## src/rtl/b200_ctrl_pkg.sv

```systemverilog
// shared constants and the command word layout for the control path
// import into a module body, or use scoped names in a port list

package b200_ctrl_pkg;

    ////////////////////////////////////////////////////////////////////////////
    // bus widths and routing
    ////////////////////////////////////////////////////////////////////////////
    localparam int CTRL_W = 64;                // command and response beat width

    localparam logic [7:0] SID_MASK    = 8'hf0; // only the upper nibble routes
    localparam logic [7:0] R0_CTRL_SID = 8'h10; // radio 0 control endpoint
    localparam logic [7:0] L0_CTRL_SID = 8'h40; // core control, also the default

    ////////////////////////////////////////////////////////////////////////////
    // setting register addresses
    ////////////////////////////////////////////////////////////////////////////
    localparam logic [7:0] SR_CORE_MISC     = 8'd16;
    localparam logic [7:0] SR_CORE_READBACK = 8'd32;
    localparam logic [7:0] SR_CORE_GPSDO_ST = 8'd40;
    localparam logic [7:0] SR_CORE_PPS_SEL  = 8'd48;

    ////////////////////////////////////////////////////////////////////////////
    // readback constants
    ////////////////////////////////////////////////////////////////////////////
    localparam logic [31:0] COMPAT_MAGIC = 32'hACE0BA5E;
    localparam logic [15:0] COMPAT_MAJOR = 16'd8;
    localparam logic [15:0] COMPAT_MINOR = 16'd0;

    // one radio fitted
    localparam logic [7:0] RADIO_ST = 8'd1;

    // The same 64-bit beat is read two ways. The router only needs the SID,
    // the settings decoder needs address and data as well.
    typedef union packed {
        struct packed {
            logic [55:0] rsvd;   // payload, not looked at while routing
            logic [7:0]  sid;
        } hdr;
        struct packed {
            logic [31:0] data;   // setting value
            logic [15:0] rsvd;
            logic [7:0]  addr;   // setting register address
            logic [7:0]  sid;
        } cmd;
    } ctrl_word_u;

endpackage

```

## src/rtl/ctrl_demux.sv

```systemverilog
// routes single-beat control commands to the core or radio 0 endpoint
// by masked SID, through one output register shared by both destinations

module ctrl_demux (
    input  logic                     radio_clk,
    input  logic                     bus_rst,
    input  b200_ctrl_pkg::ctrl_word_u i_ctrl_data,
    input  logic                     i_ctrl_valid,
    output logic                     o_ctrl_ready,
    output b200_ctrl_pkg::ctrl_word_u o_core_data,
    output logic                     o_core_valid,
    input  logic                     i_core_ready,
    output b200_ctrl_pkg::ctrl_word_u o_r0_data,
    output logic                     o_r0_valid,
    input  logic                     i_r0_ready
);
    import b200_ctrl_pkg::*;

    ctrl_word_u beat_q;        // held command
    logic       valid_q;
    logic       to_r0_q;       // destination of the held beat
    logic       to_r0_d;
    logic [7:0] sid_masked;
    logic       drain;         // held beat leaves this cycle
    logic       accept;

    ////////////////////////////////////////////////////////////////////////////
    // destination decode
    ////////////////////////////////////////////////////////////////////////////
    assign sid_masked = i_ctrl_data.hdr.sid & SID_MASK;

    always_comb begin
        case (sid_masked)
            R0_CTRL_SID: to_r0_d = 1'b1;
            L0_CTRL_SID: to_r0_d = 1'b0;
            default:     to_r0_d = 1'b0; // unknown SIDs land on the core
        endcase
    end

    ////////////////////////////////////////////////////////////////////////////
    // one-beat output register
    ////////////////////////////////////////////////////////////////////////////
    assign drain        = valid_q && (to_r0_q ? i_r0_ready : i_core_ready);
    assign o_ctrl_ready = !valid_q || drain;
    assign accept       = i_ctrl_valid && o_ctrl_ready;

    always_ff @(posedge radio_clk) begin
        if (bus_rst) begin
            valid_q <= 1'b0;
            to_r0_q <= 1'b0;
        end else if (accept) begin
            valid_q <= 1'b1;
            to_r0_q <= to_r0_d;
        end else if (drain) begin
            valid_q <= 1'b0;
        end
    end

    always_ff @(posedge radio_clk) begin
        if (accept) beat_q <= i_ctrl_data;  // payload only
    end

    assign o_core_data  = beat_q;
    assign o_r0_data    = beat_q;
    assign o_core_valid = valid_q && !to_r0_q;
    assign o_r0_valid   = valid_q && to_r0_q;

    // a beat must never be offered to both endpoints
    a_one_dest: assert property (@(posedge radio_clk) disable iff (bus_rst)
        $onehot0({o_core_valid, o_r0_valid}));

endmodule

```

## src/rtl/core_ctrl.sv

```systemverilog
// core control endpoint: setting registers, lock and PPS synchronizers,
// PPS source select, and one readback word per accepted command

module core_ctrl (
    input  logic                               radio_clk,
    input  logic                               bus_rst,
    input  b200_ctrl_pkg::ctrl_word_u          i_cmd_data,
    input  logic                               i_cmd_valid,
    output logic                               o_cmd_ready,
    output logic [b200_ctrl_pkg::CTRL_W-1:0]   o_resp_data,
    output logic                               o_resp_valid,
    input  logic                               i_resp_ready,
    input  logic [1:0]                         i_lock_signals,
    input  logic [31:0]                        i_rb_misc,
    input  logic                               i_pps_int,
    input  logic                               i_pps_ext,
    output logic [31:0]                        o_misc_outs,
    output logic                               o_pps
);
    import b200_ctrl_pkg::*;

    logic              accept;
    logic [31:0]       misc_q, misc_d;
    logic [1:0]        rb_sel_q, rb_sel_d;
    logic [7:0]        gpsdo_st_q, gpsdo_st_d;
    logic [1:0]        pps_sel_q, pps_sel_d;
    logic [1:0]        lock_state, lock_state_r;
    logic [1:0]        gpsdo_pps_del, ext_pps_del;
    logic [CTRL_W-1:0] rb_data;
    logic              resp_valid_q;
    logic [CTRL_W-1:0] resp_q;

    assign o_cmd_ready = !resp_valid_q || i_resp_ready;
    assign accept      = i_cmd_valid && o_cmd_ready;

    ////////////////////////////////////////////////////////////////////////////
    // setting registers
    ////////////////////////////////////////////////////////////////////////////
    always_comb begin
        misc_d     = misc_q;
        rb_sel_d   = rb_sel_q;
        gpsdo_st_d = gpsdo_st_q;
        pps_sel_d  = pps_sel_q;
        if (accept) begin
            case (i_cmd_data.cmd.addr)
                SR_CORE_MISC:     misc_d     = i_cmd_data.cmd.data;
                SR_CORE_READBACK: rb_sel_d   = i_cmd_data.cmd.data[1:0];
                SR_CORE_GPSDO_ST: gpsdo_st_d = i_cmd_data.cmd.data[7:0];
                SR_CORE_PPS_SEL:  pps_sel_d  = i_cmd_data.cmd.data[1:0];
                default: ;                    // unknown address, readback only
            endcase
        end
    end

    always_ff @(posedge radio_clk) begin
        if (bus_rst) begin
            misc_q    <= '0;
            rb_sel_q  <= '0;
            pps_sel_q <= '0;
        end else begin
            misc_q    <= misc_d;
            rb_sel_q  <= rb_sel_d;
            pps_sel_q <= pps_sel_d;
        end
    end

    // gpsdo status survives a bus reset
    always_ff @(posedge radio_clk) begin
        gpsdo_st_q <= gpsdo_st_d;
    end

    assign o_misc_outs = misc_q;

    ////////////////////////////////////////////////////////////////////////////
    // synchronizers and PPS mux
    ////////////////////////////////////////////////////////////////////////////
    always_ff @(posedge radio_clk) begin
        if (bus_rst) begin
            {lock_state_r, lock_state} <= '0;
            gpsdo_pps_del              <= '0;
            ext_pps_del                <= '0;
        end else begin
            {lock_state_r, lock_state} <= {lock_state, i_lock_signals};
            gpsdo_pps_del              <= {gpsdo_pps_del[0], i_pps_int};
            ext_pps_del                <= {ext_pps_del[0], i_pps_ext};
        end
    end

    always_comb begin
        case (pps_sel_q)
            2'd0:    o_pps = gpsdo_pps_del[1];
            2'd1:    o_pps = ext_pps_del[1];
            default: o_pps = 1'b0;            // no internal pps source here
        endcase
    end

    ////////////////////////////////////////////////////////////////////////////
    // readback response
    ////////////////////////////////////////////////////////////////////////////
    // uses the post-write select so a select write reads back at once
    always_comb begin
        case (rb_sel_d)
            2'd0: rb_data = {COMPAT_MAGIC, COMPAT_MAJOR, COMPAT_MINOR};
            2'd1: rb_data = {32'b0, misc_d};
            2'd2: rb_data = {16'b0, RADIO_ST, gpsdo_st_d, i_rb_misc};
            default: rb_data = {62'b0, lock_state_r};
        endcase
    end

    always_ff @(posedge radio_clk) begin
        if (bus_rst) begin
            resp_valid_q <= 1'b0;
        end else if (accept) begin
            resp_valid_q <= 1'b1;
        end else if (i_resp_ready) begin
            resp_valid_q <= 1'b0;
        end
    end

    always_ff @(posedge radio_clk) begin
        if (accept) resp_q <= rb_data;
    end

    assign o_resp_data  = resp_q;
    assign o_resp_valid = resp_valid_q;

    // held response must not change until the arbiter takes it
    a_resp_hold: assert property (@(posedge radio_clk) disable iff (bus_rst)
        o_resp_valid && !i_resp_ready |=> o_resp_valid && $stable(o_resp_data));

endmodule

```

## src/rtl/radio_ctrl_echo.sv

```systemverilog
// stand-in for the absent radio 0 control endpoint
// every command comes back unchanged as its own response, one cycle later

module radio_ctrl_echo (
    input  logic                             radio_clk,
    input  logic                             bus_rst,
    input  b200_ctrl_pkg::ctrl_word_u        i_cmd_data,
    input  logic                             i_cmd_valid,
    output logic                             o_cmd_ready,
    output logic [b200_ctrl_pkg::CTRL_W-1:0] o_resp_data,
    output logic                             o_resp_valid,
    input  logic                             i_resp_ready
);
    import b200_ctrl_pkg::*;

    ctrl_word_u echo_q;      // held command word
    logic       valid_q;
    logic       accept;

    // room when empty or when the held word leaves this cycle
    assign o_cmd_ready = !valid_q || i_resp_ready;
    assign accept      = i_cmd_valid && o_cmd_ready;

    always_ff @(posedge radio_clk) begin
        if (bus_rst) begin
            valid_q <= 1'b0;
        end else if (accept) begin
            valid_q <= 1'b1;
        end else if (i_resp_ready) begin
            valid_q <= 1'b0;
        end
    end

    always_ff @(posedge radio_clk) begin
        if (accept) echo_q <= i_cmd_data;
    end

    assign o_resp_data  = echo_q;   // full word, sid included
    assign o_resp_valid = valid_q;

endmodule

```

## src/rtl/resp_arbiter.sv

```systemverilog
// round-robin merge of the core and radio 0 response streams
// one beat per cycle goes into the output register

module resp_arbiter (
    input  logic                             radio_clk,
    input  logic                             bus_rst,
    input  logic [b200_ctrl_pkg::CTRL_W-1:0] i_core_data,
    input  logic                             i_core_valid,
    output logic                             o_core_ready,
    input  logic [b200_ctrl_pkg::CTRL_W-1:0] i_r0_data,
    input  logic                             i_r0_valid,
    output logic                             o_r0_ready,
    output logic [b200_ctrl_pkg::CTRL_W-1:0] o_resp_data,
    output logic                             o_resp_valid,
    input  logic                             i_resp_ready
);
    import b200_ctrl_pkg::*;

    logic              out_valid_q;
    logic [CTRL_W-1:0] out_data_q;
    logic              prio_r0_q;      // radio 0 wins the next tie
    logic              take;           // output register can load
    logic              grant_core;
    logic              grant_r0;

    ////////////////////////////////////////////////////////////////////////////
    // grant
    ////////////////////////////////////////////////////////////////////////////
    assign take = !out_valid_q || i_resp_ready;

    always_comb begin
        grant_core = 1'b0;
        grant_r0   = 1'b0;
        if (take) begin
            if (i_core_valid && i_r0_valid) begin
                grant_r0   = prio_r0_q;
                grant_core = !prio_r0_q;
            end else begin
                grant_core = i_core_valid;
                grant_r0   = i_r0_valid;
            end
        end
    end

    assign o_core_ready = grant_core;
    assign o_r0_ready   = grant_r0;

    ////////////////////////////////////////////////////////////////////////////
    // output register and pointer
    ////////////////////////////////////////////////////////////////////////////
    always_ff @(posedge radio_clk) begin
        if (bus_rst) begin
            out_valid_q <= 1'b0;
            prio_r0_q   <= 1'b0;
        end else begin
            if (grant_core || grant_r0) begin
                out_valid_q <= 1'b1;
                prio_r0_q   <= grant_core;   // loser of this round goes first
            end else if (i_resp_ready) begin
                out_valid_q <= 1'b0;
            end
        end
    end

    always_ff @(posedge radio_clk) begin
        if (grant_core) begin
            out_data_q <= i_core_data;
        end else if (grant_r0) begin
            out_data_q <= i_r0_data;
        end
    end

    assign o_resp_data  = out_data_q;
    assign o_resp_valid = out_valid_q;

    a_single_grant: assert property (@(posedge radio_clk) disable iff (bus_rst)
        !(grant_core && grant_r0));

endmodule

```

## src/rtl/b200_ctrl_core.sv

```systemverilog
// top of the control path: command demux, core and radio 0 endpoints,
// and the response arbiter, all on radio_clk

module b200_ctrl_core (
    input  logic                             radio_clk,
    input  logic                             bus_rst,
    input  b200_ctrl_pkg::ctrl_word_u        i_ctrl_data,
    input  logic                             i_ctrl_valid,
    output logic                             o_ctrl_ready,
    output logic [b200_ctrl_pkg::CTRL_W-1:0] o_resp_data,
    output logic                             o_resp_valid,
    input  logic                             i_resp_ready,
    input  logic [1:0]                       i_lock_signals,
    input  logic [31:0]                      i_rb_misc,
    input  logic                             i_pps_int,
    input  logic                             i_pps_ext,
    output logic [31:0]                      o_misc_outs,
    output logic                             o_pps
);
    import b200_ctrl_pkg::*;

    ////////////////////////////////////////////////////////////////////////////
    // command side
    ////////////////////////////////////////////////////////////////////////////
    ctrl_word_u        core_cmd_data, r0_cmd_data;
    logic              core_cmd_valid, core_cmd_ready;
    logic              r0_cmd_valid, r0_cmd_ready;

    // response side
    logic [CTRL_W-1:0] core_resp_data, r0_resp_data;
    logic              core_resp_valid, core_resp_ready;
    logic              r0_resp_valid, r0_resp_ready;

    ctrl_demux u_demux (
        .radio_clk   (radio_clk),      .bus_rst     (bus_rst),
        .i_ctrl_data (i_ctrl_data),    .i_ctrl_valid(i_ctrl_valid),
        .o_ctrl_ready(o_ctrl_ready),
        .o_core_data (core_cmd_data),  .o_core_valid(core_cmd_valid),
        .i_core_ready(core_cmd_ready),
        .o_r0_data   (r0_cmd_data),    .o_r0_valid  (r0_cmd_valid),
        .i_r0_ready  (r0_cmd_ready)
    );

    core_ctrl u_core (
        .radio_clk     (radio_clk),       .bus_rst     (bus_rst),
        .i_cmd_data    (core_cmd_data),   .i_cmd_valid (core_cmd_valid),
        .o_cmd_ready   (core_cmd_ready),
        .o_resp_data   (core_resp_data),  .o_resp_valid(core_resp_valid),
        .i_resp_ready  (core_resp_ready),
        .i_lock_signals(i_lock_signals),  .i_rb_misc   (i_rb_misc),
        .i_pps_int     (i_pps_int),       .i_pps_ext   (i_pps_ext),
        .o_misc_outs   (o_misc_outs),     .o_pps       (o_pps)
    );

    radio_ctrl_echo u_radio0 (
        .radio_clk   (radio_clk),     .bus_rst     (bus_rst),
        .i_cmd_data  (r0_cmd_data),   .i_cmd_valid (r0_cmd_valid),
        .o_cmd_ready (r0_cmd_ready),
        .o_resp_data (r0_resp_data),  .o_resp_valid(r0_resp_valid),
        .i_resp_ready(r0_resp_ready)
    );

    ////////////////////////////////////////////////////////////////////////////
    // response merge
    ////////////////////////////////////////////////////////////////////////////
    resp_arbiter u_arb (
        .radio_clk   (radio_clk),       .bus_rst     (bus_rst),
        .i_core_data (core_resp_data),  .i_core_valid(core_resp_valid),
        .o_core_ready(core_resp_ready),
        .i_r0_data   (r0_resp_data),    .i_r0_valid  (r0_resp_valid),
        .o_r0_ready  (r0_resp_ready),
        .o_resp_data (o_resp_data),     .o_resp_valid(o_resp_valid),
        .i_resp_ready(i_resp_ready)
    );

endmodule

```

## config.mk

```make
export PLATFORM = sky130hd
export DESIGN_NAME = b200_ctrl_core
export DESIGN_NICKNAME = d
export VERILOG_FILES = /design/src/rtl/b200_ctrl_pkg.sv /design/src/rtl/ctrl_demux.sv /design/src/rtl/core_ctrl.sv /design/src/rtl/radio_ctrl_echo.sv /design/src/rtl/resp_arbiter.sv /design/src/rtl/b200_ctrl_core.sv
export SDC_FILE = /design/constraint.sdc
export NUM_CORES = 1
export LEC_CHECK = 0
export ABC_AREA = 0
export ABC_CLOCK_PERIOD_IN_PS = 5100
export BUFFER_PORTS_ARGS = -buffer_cell sky130_fd_sc_hd__buf_2
export CORE_MARGIN = 3
export CORE_UTILIZATION = 55
export DETAILED_ROUTE_END_ITERATION = 16
export GPL_TIMING_DRIVEN = 0
export PLACE_DENSITY = 0.75
export SLEW_MARGIN = 20
export SYNTH_ARGS = -nofsm -noshare
export SYNTH_HDL_FRONTEND = slang
export SYNTH_SLANG_ARGS = --single-unit
export TNS_END_PERCENT = 30
```

## constraint.sdc

```tcl
create_clock -name radio_clk -period 5.1 [get_ports radio_clk]
set_clock_uncertainty 0.15 [all_clocks]
set_input_delay 0.255 -clock radio_clk [delete_from_list [all_inputs] [get_ports radio_clk]]
set_output_delay 0.255 -clock radio_clk [all_outputs]
set_load 0.005 [all_outputs]
```

After elaboration in Yosys (flattened, before gate mapping)
Cells that the tools add are included.
{"block": "word_totals", "output_inout_bits": 99, "word_cells": 76, "input_bits": 104, "reg_bits": 314}
{"block": "classes", "n_reduce_logical": 26, "mux": 24, "n_eq_ne": 8}
{"operator": "$pmux 64 s3", "count": 1}
{"operator": "$mux 64", "count": 2}
{"operator": "$mux 32", "count": 2}
{"operator": "$eq 8x6->1 const B", "count": 3}
{"operator": "$mux 8", "count": 2}
{"operator": "$mux 1", "count": 14}
{"operator": "$reduce_bool 2->1", "count": 5}
{"operator": "$eq 8x5->1 const B", "count": 1}
{"operator": "$logic_and 1x1->1", "count": 7}
{"operator": "$logic_not 1->1", "count": 6}
{"operator": "$logic_or 1x1->1", "count": 5}
{"operator": "$eq 2x1->1 const B", "count": 2}
{"operator": "$eq 4x1->1 const B", "count": 1}
{"operator": "$logic_not 2->1", "count": 2}
{"operator": "$mux 2", "count": 2}
{"operator": "$eq 2x2->1 const B", "count": 1}
{"operator": "$pmux 1 s2", "count": 1}
{"operator": "$reduce_and 2->1", "count": 1}

Depth between registers and ports, before layout
Gate-level depths: netlist of the first run.
{"block": "logic_depth", "ltp_word": 9, "mapped_depth": 7, "ltp_nobuf": 5}

Modules after synthesis
Synthesis of the first run repeated with hierarchy kept, for this count alone.
{"block": "unflattened", "hier_cells": 660, "hier_area_um2": 11557.3}
{"mod": "core_ctrl", "cells_per_inst": 299, "seq_area_each_um2": 2322.2, "area_each_um2": 4047.6, "n_inst": 1}
{"mod": "resp_arbiter", "cells_per_inst": 149, "seq_area_each_um2": 1961.9, "area_each_um2": 3012.9, "n_inst": 1}
{"mod": "ctrl_demux", "cells_per_inst": 143, "seq_area_each_um2": 1961.9, "area_each_um2": 2519.9, "n_inst": 1}
{"mod": "radio_ctrl_echo", "cells_per_inst": 69, "seq_area_each_um2": 1941.9, "area_each_um2": 1976.9, "n_inst": 1}

Worst setup path before layout of the first run
Ideal clock, no wire load.
{"block": "synth_timing", "path_type": "register -> register", "from": "register u_arb.out_valid_q (netlist: u_arb.o_resp_valid)", "to": "register u_radio0.echo_q (netlist bit u_radio0.o_resp_data[0]) (enable)", "setup_time_ns": 0.494, "synth_period_minus_slack_ns": 4.199, "n_path_buf": 0, "stages_incl_launch_ff": 4, "required_time_ns": 4.456, "path_slack_ns": 0.901, "t_arrival_ns": 3.555, "path_cell_list": "dfxtp_1 > nor2b_1 > o21ai_0 > nor2b_1"}
{"block": "synth_via", "elab_chain_len": 5}
{"item": "from (decl)", "line_no": "resp_arbiter.sv:19", "rtl": "logic out_valid_q;"}
{"item": "from (signal assigned)", "line_no": "resp_arbiter.sv:53", "rtl": "out_valid_q <= 1'b0;"}
{"item": "from (signal assigned)", "line_no": "resp_arbiter.sv:57", "rtl": "out_valid_q <= 1'b1;"}
{"item": "from (signal assigned)", "line_no": "resp_arbiter.sv:60", "rtl": "out_valid_q <= 1'b0;"}
{"item": "$logic_not 1->1", "line_no": "resp_arbiter.sv:29", "rtl": "assign take = !out_valid_q || i_resp_ready;"}
{"item": "$logic_or 1x1->1", "line_no": "resp_arbiter.sv:29"}
{"item": "$mux 1", "line_no": "resp_arbiter.sv:34", "rtl": "if (take) begin"}
{"item": "$logic_or 1x1->1", "line_no": "radio_ctrl_echo.sv:21", "rtl": "assign o_cmd_ready = !valid_q || i_resp_ready;"}
{"item": "$logic_and 1x1->1", "line_no": "radio_ctrl_echo.sv:22", "rtl": "assign accept = i_cmd_valid && o_cmd_ready;"}
{"item": "named net u_radio0.accept", "line_no": "radio_ctrl_echo.sv:18", "rtl": "logic accept;"}
{"item": "to (signal assigned)", "line_no": "radio_ctrl_echo.sv:35", "rtl": "if (accept) echo_q <= i_cmd_data;"}
{"item": "to (decl)", "line_no": "radio_ctrl_echo.sv:16", "rtl": "ctrl_word_u echo_q;"}
The timed path passes the listed nets, and every way through them passes these cells.
A chain may end at the register's enable or synchronous reset.

Worst setup path in the final report of the first run
{"block": "layout_timing", "from": "input i_resp_ready", "to": "register u_arb.out_data_q[23] (netlist: u_arb.o_resp_data[23]) (data pin)"}
{"block": "layout_via", "elab_chain_len": 3}
{"item": "from (decl)", "line_no": "b200_ctrl_core.sv:12", "rtl": "input logic i_resp_ready,"}
{"item": "$logic_or 1x1->1", "line_no": "resp_arbiter.sv:29"}
{"item": "$mux 1", "line_no": "resp_arbiter.sv:34"}
{"item": "$mux 64", "line_no": "resp_arbiter.sv:66", "rtl": "if (grant_core) begin"}
{"item": "to (signal assigned)", "line_no": "resp_arbiter.sv:67", "rtl": "out_data_q <= i_core_data;"}
{"item": "to (signal assigned)", "line_no": "resp_arbiter.sv:69", "rtl": "out_data_q <= i_r0_data;"}
{"item": "to (decl)", "line_no": "resp_arbiter.sv:20", "rtl": "logic [CTRL_W-1:0] out_data_q;"}
No other way between the ends.

==> results of run 1 <==
[sequential cells by signal, indices dropped and copies added, names as in the netlist, 8 cells and up]
signal,flops
u_arb.o_resp_data,64
u_core.gpsdo_st_q,8
u_core.o_misc_outs,32
u_core.o_resp_data,42
u_demux.o_core_data,64
u_radio0.o_resp_data,64
[layer usage]
layer / track usage / up-vias / part of all wire
met3: 0.0424 / 36 / 0.066
met1: 0.315 / 3213 / 0.39
li1: - / 2940 / -
met2: 0.450 / 265 / 0.53
met4: 0.0574 / 0 / 0.018
met5: 0 / - / 0
[per-stage QoR]
step                      utilization  area (µm²)  instances  setup slack, ps
after floorplan                     -       10600        581              901
after global placement          0.633       11900       1043            -1050
after detailed placement        0.646       12200       1052             2370
after CTS                       0.753       14200       1207             2350
after global routing            0.753       14200       1207             2260
final                           0.753       14200       1207             2360
[layout by cell type, fill, tap and decap left out, types with 15 or more instances in the layout]
master,count
and2_1,15
edfxtp_1,234
dlygate4sd3_1,103
dfxtp_1,58
nor2_1,41
buf_2,208
mux2_2,49
o2bb2ai_2,20
mux2i_1,34
clkbuf_16,29
[final cells by class]
cell class,instances,area [µm²],share of cell area
Timing Repair Buffer,314,2260,0.159
Tap cell,260,325,0.0229
Multi-Input combinational cell,262,2270,0.160
Clock buffer,33,751,0.0529
Inverter,4,17.5,0.00123
Clock inverter,19,241,0.0170
Sequential cell,292,8190,0.577
Buffer,23,131,0.00926
[cell families after synthesis]
group | after synthesis | synth area share
AO/OA/AOI/OAI | 77 | 0.0717
XOR/XNOR | 1 | 0.000828
buffers and inverters | 27 | 0.0138
flip-flops | 292 | 0.774
multiplexers | 83 | 0.0843
AND/OR/NAND/NOR | 101 | 0.0557
[worst max path at each step]
stage                                                     to
after floorplan            u_radio0.o_resp_data[0]$_DFFE_PP_
after global placement    u_radio0.o_resp_data[22]$_DFFE_PP_
after detailed placement     u_arb.o_resp_data[23]$_DFFE_PP_
after CTS                    u_arb.o_resp_data[23]$_DFFE_PP_
after global routing         u_arb.o_resp_data[17]$_DFFE_PP_
final                        u_arb.o_resp_data[23]$_DFFE_PP_
[report_power, final]
group	leakage (nW)	internal (mW)	total, mW	switching (mW)
registers	2.66	2.63	2.66	0.0276
clock network	0.479	1.31	2.18	0.870
logic	2.42	0.127	0.239	0.112
total	5.55	4.07	5.08	1.01
[repair_timing]
action	CTS	global route
hold buffers	103	0
buffers inserted	0	0
hold endpoints to repair	104	0
gates resized for setup	0	0
==> metrics.md, run 1 <==
| Metric | Value |
|---|---|
| Worst hold path class | flop to flop |
| Hold path cells | 0 |
| Initial Utilization | 0.562 |
| DRC | 0 |
| Main flop type after synthesis | edfxtp_1 |
| Vias in the first global route | just under 7000 |
| IR drop worst, VDD | 0.341 mV |
| Num ports | about 200 |
| Hold Path Origin | u_demux.o_core_data[30]$_DFFE_PP_ |
| Count leader, synth | edfxtp_1 |
| Site Rows | 50 |
| Max-cap viol count | 0 |
| Layout Nets | 1029 |
| Critical path class | primary input to flop |
| Die height | ~140 µm |
| Post-Syn Area per Cell | 18.2 µm² |
| Leak | 5.55 nW |
| H-tree lvl count | 1 |
| Crit share post-route | 0.538 |
| CTS tree | done |
| CP max FO | 10 |
| Final antenna-violating net count | 0 |
| Num CTS Buffers | 28 |
| Final hold vios | 0 |
| Top cells by area, synth | edfxtp_1, dfxtp_1, mux2_2 |
| Hold WS | about 270 ps |
| Hold Path End | u_radio0.o_resp_data[30]$_DFFE_PP_ |
| Core region area | 18800 µm² |
| Yosys reg bits | just under 300 |
| First-pass GRT wire length | roughly 39 mm |
| Reg2Reg Depth | 6 |
| GRT Overall Usage | 0.248 |
| Crit-path max cell delay | ~640 ps |
| Async SR Flop Fraction | 0 |
| Synth top area share | 0.664 |
| Cells after Synth | between 500 and 600 |
| HPWL Detailed | between 15 and 20 mm |
| RSZ-0062 raised after global routing | false |
| Number of diodes | 0 |
| CP arrival | between 2000 and 3000 ps |
| Sequential area share after synthesis | 0.774 |
| Relative slew slack | 0.498 |
| Outcome | finished, final reports clean |
| Die width | 145 µm |
| Worst-Margin Slew | about 750 ps |
| Worst skew pair latency | ~530 ps |
| Worst path depth | 7 |
| Critical path buffers and inverters | 4 |
| Startpoint class of the critical path | primary input |
| Via Count | roughly 6500 |
| DR WL/cell | roughly 22 µm |
| Endpoints failing setup | 0 |
| Buffers on Ports | approximately 200 |
| Post-synth top area cell | edfxtp_1 |
| CP cell instances | dlygate4sd3_1, buf_2, nand2b_2, nand3_1, clkbuf_1, buf_1, mux2_2 |
| Synthesized area | about 11000 µm² |
| Routability cong. | roughly 0.87 |
| Required time of the critical path | 5230 ps |
| Share of layout cells above drive strength 1 | 0.378 |
| TritonRoute pass-1 iters | 6 |
| Grt total ovfl | 0 |
| Initial antenna violation count | 0 |
| Worst path top cell family by delay | buffers and inverters |
| Layout area overhead | 34.0% |
| RR Endpoint | u_demux.o_core_data[58]$_DFFE_PP_ |
| Critical Path End Type | flop |
| Final max-slew violation count | 0 |
| Tmin final | between 2000 and 3000 ps |
| Vias/cell | between 5 and 6 |
| Fill cells | ~1100 |
| CTS Buffer Depth | 3 |
| CTS root buf | clkbuf_16 |
| Die area | about 21000 µm² |
| Clk slew on worst S/H paths | 70 ps |
| Yosys warnings | 0 |
| Net count after synthesis | between 600 and 700 |
| Setup crit start | i_resp_ready |
| Flop2flop setup slack | 2430 ps |
| Wire length after detailed routing | 26.2 mm |
| CP max stage cell | buf_1 |
| Count of cell types in the netlist | 49 |
| Cell Pwr Density | 358 nW/µm² |
| Clock sinks | between 200 and 300 |
| Max Freq | around 360 MHz |
| EDFF count, synth | between 200 and 250 |
| Tot Pwr | roughly 5.1 mW |
| Top post-synthesis cells by count | edfxtp_1, dfxtp_1, mux2_2, nor2_1, mux2i_1 |
| Maximum number of pins on one net before global-route repair | 34 |
| Launch point of the worst reg-to-reg path | u_arb.o_resp_valid$_SDFFE_PP0P_ |
| Initial DRC Count | between 400 and 500 |
| TNS Setup | 0 ps |
Power figures use the tool's default switching activity.
==> run 2: changes to the inputs <==
--- a/config.mk
+++ b/config.mk
@@ -6,13 +6,13 @@
 export NUM_CORES = 1
 export LEC_CHECK = 0
 export ABC_AREA = 0
-export ABC_CLOCK_PERIOD_IN_PS = 5100
+export ABC_CLOCK_PERIOD_IN_PS = 2300
 export BUFFER_PORTS_ARGS = -buffer_cell sky130_fd_sc_hd__buf_2
 export CORE_MARGIN = 3
-export CORE_UTILIZATION = 55
+export CORE_UTILIZATION = 49
 export DETAILED_ROUTE_END_ITERATION = 16
 export GPL_TIMING_DRIVEN = 0
-export PLACE_DENSITY = 0.75
+export PLACE_DENSITY = 0.71
 export SLEW_MARGIN = 20
 export SYNTH_ARGS = -nofsm -noshare
 export SYNTH_HDL_FRONTEND = slang
==> constraint.sdc (replaced) <==
create_clock -name radio_clk -period 2.3 [get_ports radio_clk]
set_clock_uncertainty 0.15 [all_clocks]
set_input_delay 0.115 -clock radio_clk [delete_from_list [all_inputs] [get_ports radio_clk]]
set_output_delay 0.115 -clock radio_clk [all_outputs]
set_load 0.005 [all_outputs]
==> metrics.md, run 2 (synthesis results as in run 1) <==
| Metric | Value |
|---|---|
| Clk slew on worst S/H paths | approximately 60 ps |
| Final hold vios | 0 |
| Max Freq | 407 MHz |
| Worst skew pair latency | roughly 540 ps |
| CTS root buf | clkbuf_16 |
| Leading cell types in the layout, fill and taps excluded | edfxtp_1, buf_2, dlygate4sd3_1 |
| CP arrival | 2590 ps |
| Routability cong. | roughly 0.83 |
| Placed cell area | approximately 12000 µm² |
| Required time of the critical path | about 2400 ps |
| Leak | around 5.6 nW |
| Initial antenna violation count | 1 |
| DR WL/cell | roughly 22 µm |
| TNS Setup | -3920 ps |
| Tot Pwr | 11.2 mW |
| Layout area overhead | 39.1% |
| TritonRoute pass-1 iters | 5 |
| Critical Path End Type | flop |
| Flop2flop setup slack | -150 ps |
| Buffers on Ports | 202 |
| Worst-Margin Slew | a little under 800 ps |
| Cell Pwr Density | 757 nW/µm² |
| Outcome | finished with violations |
| Hold WS | 132 ps |
| Placement Setup Slack | -467 ps |
| DRC | 0 |
| Crit-path max cell delay | between 400 and 500 ps |
| Maximum number of pins on one net before global-route repair | 30 |
| Initial DRC Count | between 400 and 500 |
| CP cell instances | nor4_4, nand2_2, o31a_1, o211ai_2, buf_6, clkbuf_16, o2bb2ai_2 |
| Critical Path Sink | u_core.o_resp_data[20]$_DFFE_PN_ |
| Storage element area | ~8000 µm² |
| Grt total ovfl | 0 |
| Final max-slew violation count | 0 |
| Final antenna-violating net count | 0 |
| Tmin final | 2450 ps |
| Wire length after detailed routing | 26.9 mm |
| RR Endpoint | u_core.o_resp_data[20]$_DFFE_PN_ |
| Max-cap viol count | 0 |
| First-pass GRT wire length | 40.1 mm |
| CTS Buffer Depth | 3 |
| Setup crit start | u_demux.o_core_data[8]$_DFFE_PP_ |
| Via Count | around 6600 |
| Relative slew slack | 0.476 |
| Final Cell Area | approximately 15000 µm² |
| CP max FO | 5 |
| Multi-input logic area | around 2500 µm² |
| CP max stage cell | nor4_4 |
| H-tree lvl count | 1 |
| Clock sinks | between 200 and 300 |
| Setup ws final | -155 ps |
| CTS tree | done |
| Core region area | ~21000 µm² |
| Share of layout cells above drive strength 1 | 0.417 |
| Failing checks | negative setup slack |
| Vias in the first global route | between 6000 and 7000 |
| Num CTS Buffers | 30 |
| Reg2Reg Depth | 7 |
| Vias/cell | 5.30 |
| Initial Utilization | 0.500 |
| Worst hold path class | primary input to flop |
| Crit share post-route | 1.07 |
| HPWL Detailed | 17.6 mm |
| RSZ-0062 raised after global routing | true |
| Site Rows | 53 |
| Num ports | roughly 200 |
| Die width | 153 µm |
| Commonest non-fill, non-tap cell in the layout | edfxtp_1 |
| GRT Overall Usage | 0.223 |
| Layout Nets | roughly 1100 |
| Die height | approximately 150 µm |
| Startpoint class of the critical path | flop |
| Fill cells | between 1000 and 1500 |
| Die area | about 23000 µm² |
| Critical path class | flop to flop |
| Launch point of the worst reg-to-reg path | u_demux.o_core_data[8]$_DFFE_PP_ |
| IR drop worst, VDD | between 0.6 and 0.7 mV |
| Endpoints failing setup | 40 |
==> run 2: cell count changes in the layout (fill, tap and decap cells not counted), moves of 6 or more <==
cell,previous run,this run
mux2i_1,34,16
mux2i_2,0,15
buf_4,0,13
clkbuf_1,13,23
mux2_2,49,41
mux2_4,0,8
buf_12,4,10
o2bb2ai_1,9,3
==> run 2: critical path, delay by kind of cell (launching register included) <==
family	cells	cell delay [ps]
DFF	1	450
and+or+nand+nor	2	620
buffers and inverters	2	350
AOI/OAI and AO/OA	3	630
==> run 2: worst min path at each step <==
stage | from | endpoint | slack, ps | cells past startpoint
detailed placement | i_ctrl_data[32] | u_demux.o_core_data[32]$_DFFE_PP_ | 140 | 1
CTS | i_ctrl_data[34] | u_demux.o_core_data[34]$_DFFE_PP_ | 110 | 2
global route | i_ctrl_data[35] | u_demux.o_core_data[35]$_DFFE_PP_ | 120 | 2
finish | i_ctrl_data[10] | u_demux.o_core_data[10]$_DFFE_PP_ | 130 | 2
global placement | i_ctrl_data[33] | u_demux.o_core_data[33]$_DFFE_PP_ | 140 | 1
floorplan | i_ctrl_data[0] | u_demux.o_core_data[0]$_DFFE_PP_ | 60 | 0
==> run 2: per-stage QoR <==
| stage | instances | utilization |
|---|---|---|
| CTS | 1233 | 0.675 |
| global route | 1251 | 0.696 |
| finish | 1251 | 0.696 |
| floorplan | 581 | - |
| global placement | 1058 | 0.565 |
| detailed placement | 1067 | 0.576 |
==> run 2: power by group <==
group | leakage [nW] | switching, mW | internal, mW
Sequential | 2.66 | 0.0679 | 5.84
Combinational | 2.52 | 0.258 | 0.301
Clock | 0.474 | 1.89 | 2.79
==> run 2: area by class of cell <==
type,count,share of cell area
diodes,1,0.000170
plain buffers,23,0.0129
clock buffers,51,0.0619
clock inverters,5,0.00382
inverters,4,0.00127
multi-input cells,262,0.170
flip-flops and latches,292,0.556
well taps,275,0.0234
repair buffers,338,0.171
==> run 2: routing by layer <==
metal  track usage  part of all wire
met4        0.0666             0.025
met3        0.0368             0.061
met1         0.302              0.42
met2         0.376              0.50
met5             0                 0
==> run 2: timing repair <==
item / 4_1_cts / 5_1_grt
cloned: 0 / 1
hold buffers: 107 / 0
gates resized for setup: 11 / 58
hold endpoints to repair: 109 / 0
setup buffers: 3 / 16
pin swaps: 3 / 17
setup endpoints to repair: 173 / 135
==> run 3: changes to the inputs <==
--- a/config.mk
+++ b/config.mk
@@ -6,7 +6,7 @@
 export NUM_CORES = 1
 export LEC_CHECK = 0
 export ABC_AREA = 0
-export ABC_CLOCK_PERIOD_IN_PS = 2300
+export ABC_CLOCK_PERIOD_IN_PS = 2200
 export BUFFER_PORTS_ARGS = -buffer_cell sky130_fd_sc_hd__buf_2
 export CORE_MARGIN = 3
 export CORE_UTILIZATION = 49
==> constraint.sdc (replaced) <==
create_clock -name radio_clk -period 2.2 [get_ports radio_clk]
set_clock_uncertainty 0.15 [all_clocks]
set_input_delay 0.11 -clock radio_clk [delete_from_list [all_inputs] [get_ports radio_clk]]
set_output_delay 0.11 -clock radio_clk [all_outputs]
set_load 0.005 [all_outputs]
==> metrics.md, run 3 (synthesis results as in run 1) <==
| Metric | Value |
|---|---|
| Die height | about 150 µm |
| Vias/cell | between 5 and 6 |
| Number of diodes | 0 |
| Finished Layout Cells | 1253 |
| Final antenna-violating net count | 0 |
| Die area | 23400 µm² |
| Leak | about 5.7 nW |
| Core region area | 21200 µm² |
| Storage element area | just over 8000 µm² |
| Failing checks | negative setup slack |
| Worst skew pair latency | about 540 ps |
| DRC | 0 |
| First-pass GRT wire length | between 40 and 50 mm |
| Share of layout cells above drive strength 1 | 0.444 |
| Worst-Margin Slew | approximately 850 ps |
| TritonRoute pass-1 iters | 7 |
| Site Rows | 53 |
| Multi-input logic area | roughly 2800 µm² |
| CP arrival | 2540 ps |
| Critical Path End Type | flop |
| Worst hold path class | primary input to flop |
| DR WL/cell | 22.5 µm |
| Initial Utilization | 0.500 |
| Commonest non-fill, non-tap cell in the layout | edfxtp_1 |
| Grt total ovfl | 0 |
| Tmin final | around 2400 ps |
| Max-cap viol count | 0 |
| IR drop worst, VDD | 0.599 mV |
| Buffers on Ports | ~200 |
| Max Freq | roughly 420 MHz |
| Routability cong. | between 0.8 and 0.9 |
| CTS root buf | clkbuf_16 |
| Tot Pwr | 11.8 mW |
| Setup ws final | -209 ps |
| Clock sinks | 292 |
| Wire length after detailed routing | between 20 and 30 mm |
| Maximum number of pins on one net before global-route repair | 27 |
| Startpoint class of the critical path | flop |
| GRT Overall Usage | 0.226 |
| Critical path class | flop to flop |
| Via Count | 6664 |
| Layout area overhead | 43.1% |
| H-tree lvl count | 1 |
| Clk slew on worst S/H paths | about 60 ps |
| Layout Nets | roughly 1100 |
| Final hold vios | 0 |
| Post-Place Cells | 1067 |
| HPWL Detailed | around 17 mm |
| Required time of the critical path | between 2000 and 2500 ps |
| Outcome | finished with violations |
| Num ports | 203 |
| Leading cell types in the layout, fill and taps excluded | edfxtp_1, buf_2, dlygate4sd3_1 |
| Cell Pwr Density | 778 nW/µm² |
| RSZ-0062 raised after global routing | true |
| Initial DRC Count | about 460 |
| Crit share post-route | 1.10 |
| Fill cells | 1343 |
| Die width | approximately 150 µm |
| CTS tree | done |
| CTS Buffer Depth | 3 |
| Initial antenna violation count | 0 |
| CP max FO | 4 |
| Endpoints failing setup | 53 |
| Num CTS Buffers | 30 |
| Flop2flop setup slack | -210 ps |
| Final max-slew violation count | 0 |
| Vias in the first global route | 7126 |
| Util after Layout | 0.716 |
| Relative slew slack | 0.436 |
## run 3: path summary, 6_finish.rpt
kind | start | endpoint | depth (start not counted)
max | u_demux.o_core_data[8]$_DFFE_PP_ | u_core.o_resp_data[25]$_DFFE_PN_ | 7
max reg2reg | u_demux.o_core_data[8]$_DFFE_PP_ | u_core.o_resp_data[25]$_DFFE_PN_ | 7
min reg2reg | u_demux.o_core_data[21]$_DFFE_PP_ | u_radio0.o_resp_data[21]$_DFFE_PP_ | 0
min | i_ctrl_data[10] | u_demux.o_core_data[10]$_DFFE_PP_ | 2
## run 3: metrics by stage
stage,cell area (µm²),TNS [ps],hold WS (ps),worst slack (ps)
3_5_place_dp,12200,-64040,138,-620
6_report,15100,-6370,127,-209
4_1_cts,14500,-6400,105,-181
2_1_floorplan,10600,-32160,58.9,-395
3_3_place_gp,12000,-210250,137,-1120
5_1_grt,15100,-12100,125,-305
## run 3: what timing repair did
item | 4_1_cts | 5_1_grt
endpoints found under the setup margin | 186 | 146
cloned | 2 | 3
gates resized for setup | 28 | 93
pin swaps | 8 | 10
setup buffers | 13 | 5
hold endpoints to repair | 114 | 0
hold buffers | 107 | 0
## run 3: report_power, final
group          internal (mW)  leakage [nW]  total (mW)  switching (mW)
Combinational          0.320          2.54       0.589           0.268
Sequential              6.11          2.66        6.19          0.0845
Clock                   2.95         0.470        4.99            2.05
## run 3: final cells by class
cell class,count,area share
inverter,4,0.00124
sequential,292,0.541
tap,275,0.0227
multi-input combinational,262,0.185
timing repair buffer,340,0.170
clock inverter,20,0.0119
timing repair inverter,1,0.000496
clock buffer,36,0.0531
buffer,23,0.0150
## run 3: worst max-delay path, cell delays in order (launching register included)
cell	delay [ps]
edfxtp_1	450
nor4_4	410
nand2_2	150
o31a_1	340
o211ai_2	240
buf_6	180
buf_4	140
o2bb2ai_1	80
## run 3: routing by layer
metal | share of wire | vias to the layer above | wire length [µm] | GRT usage
li1 | - | 2997 | - | -
met1 | 0.40 | 3302 | 11300 | 0.302
met2 | 0.50 | 318 | 14200 | 0.384
met3 | 0.071 | 47 | 2000 | 0.0405
met4 | 0.022 | 0 | 612 | 0.0632
met5 | 0 | - | 0 | 0
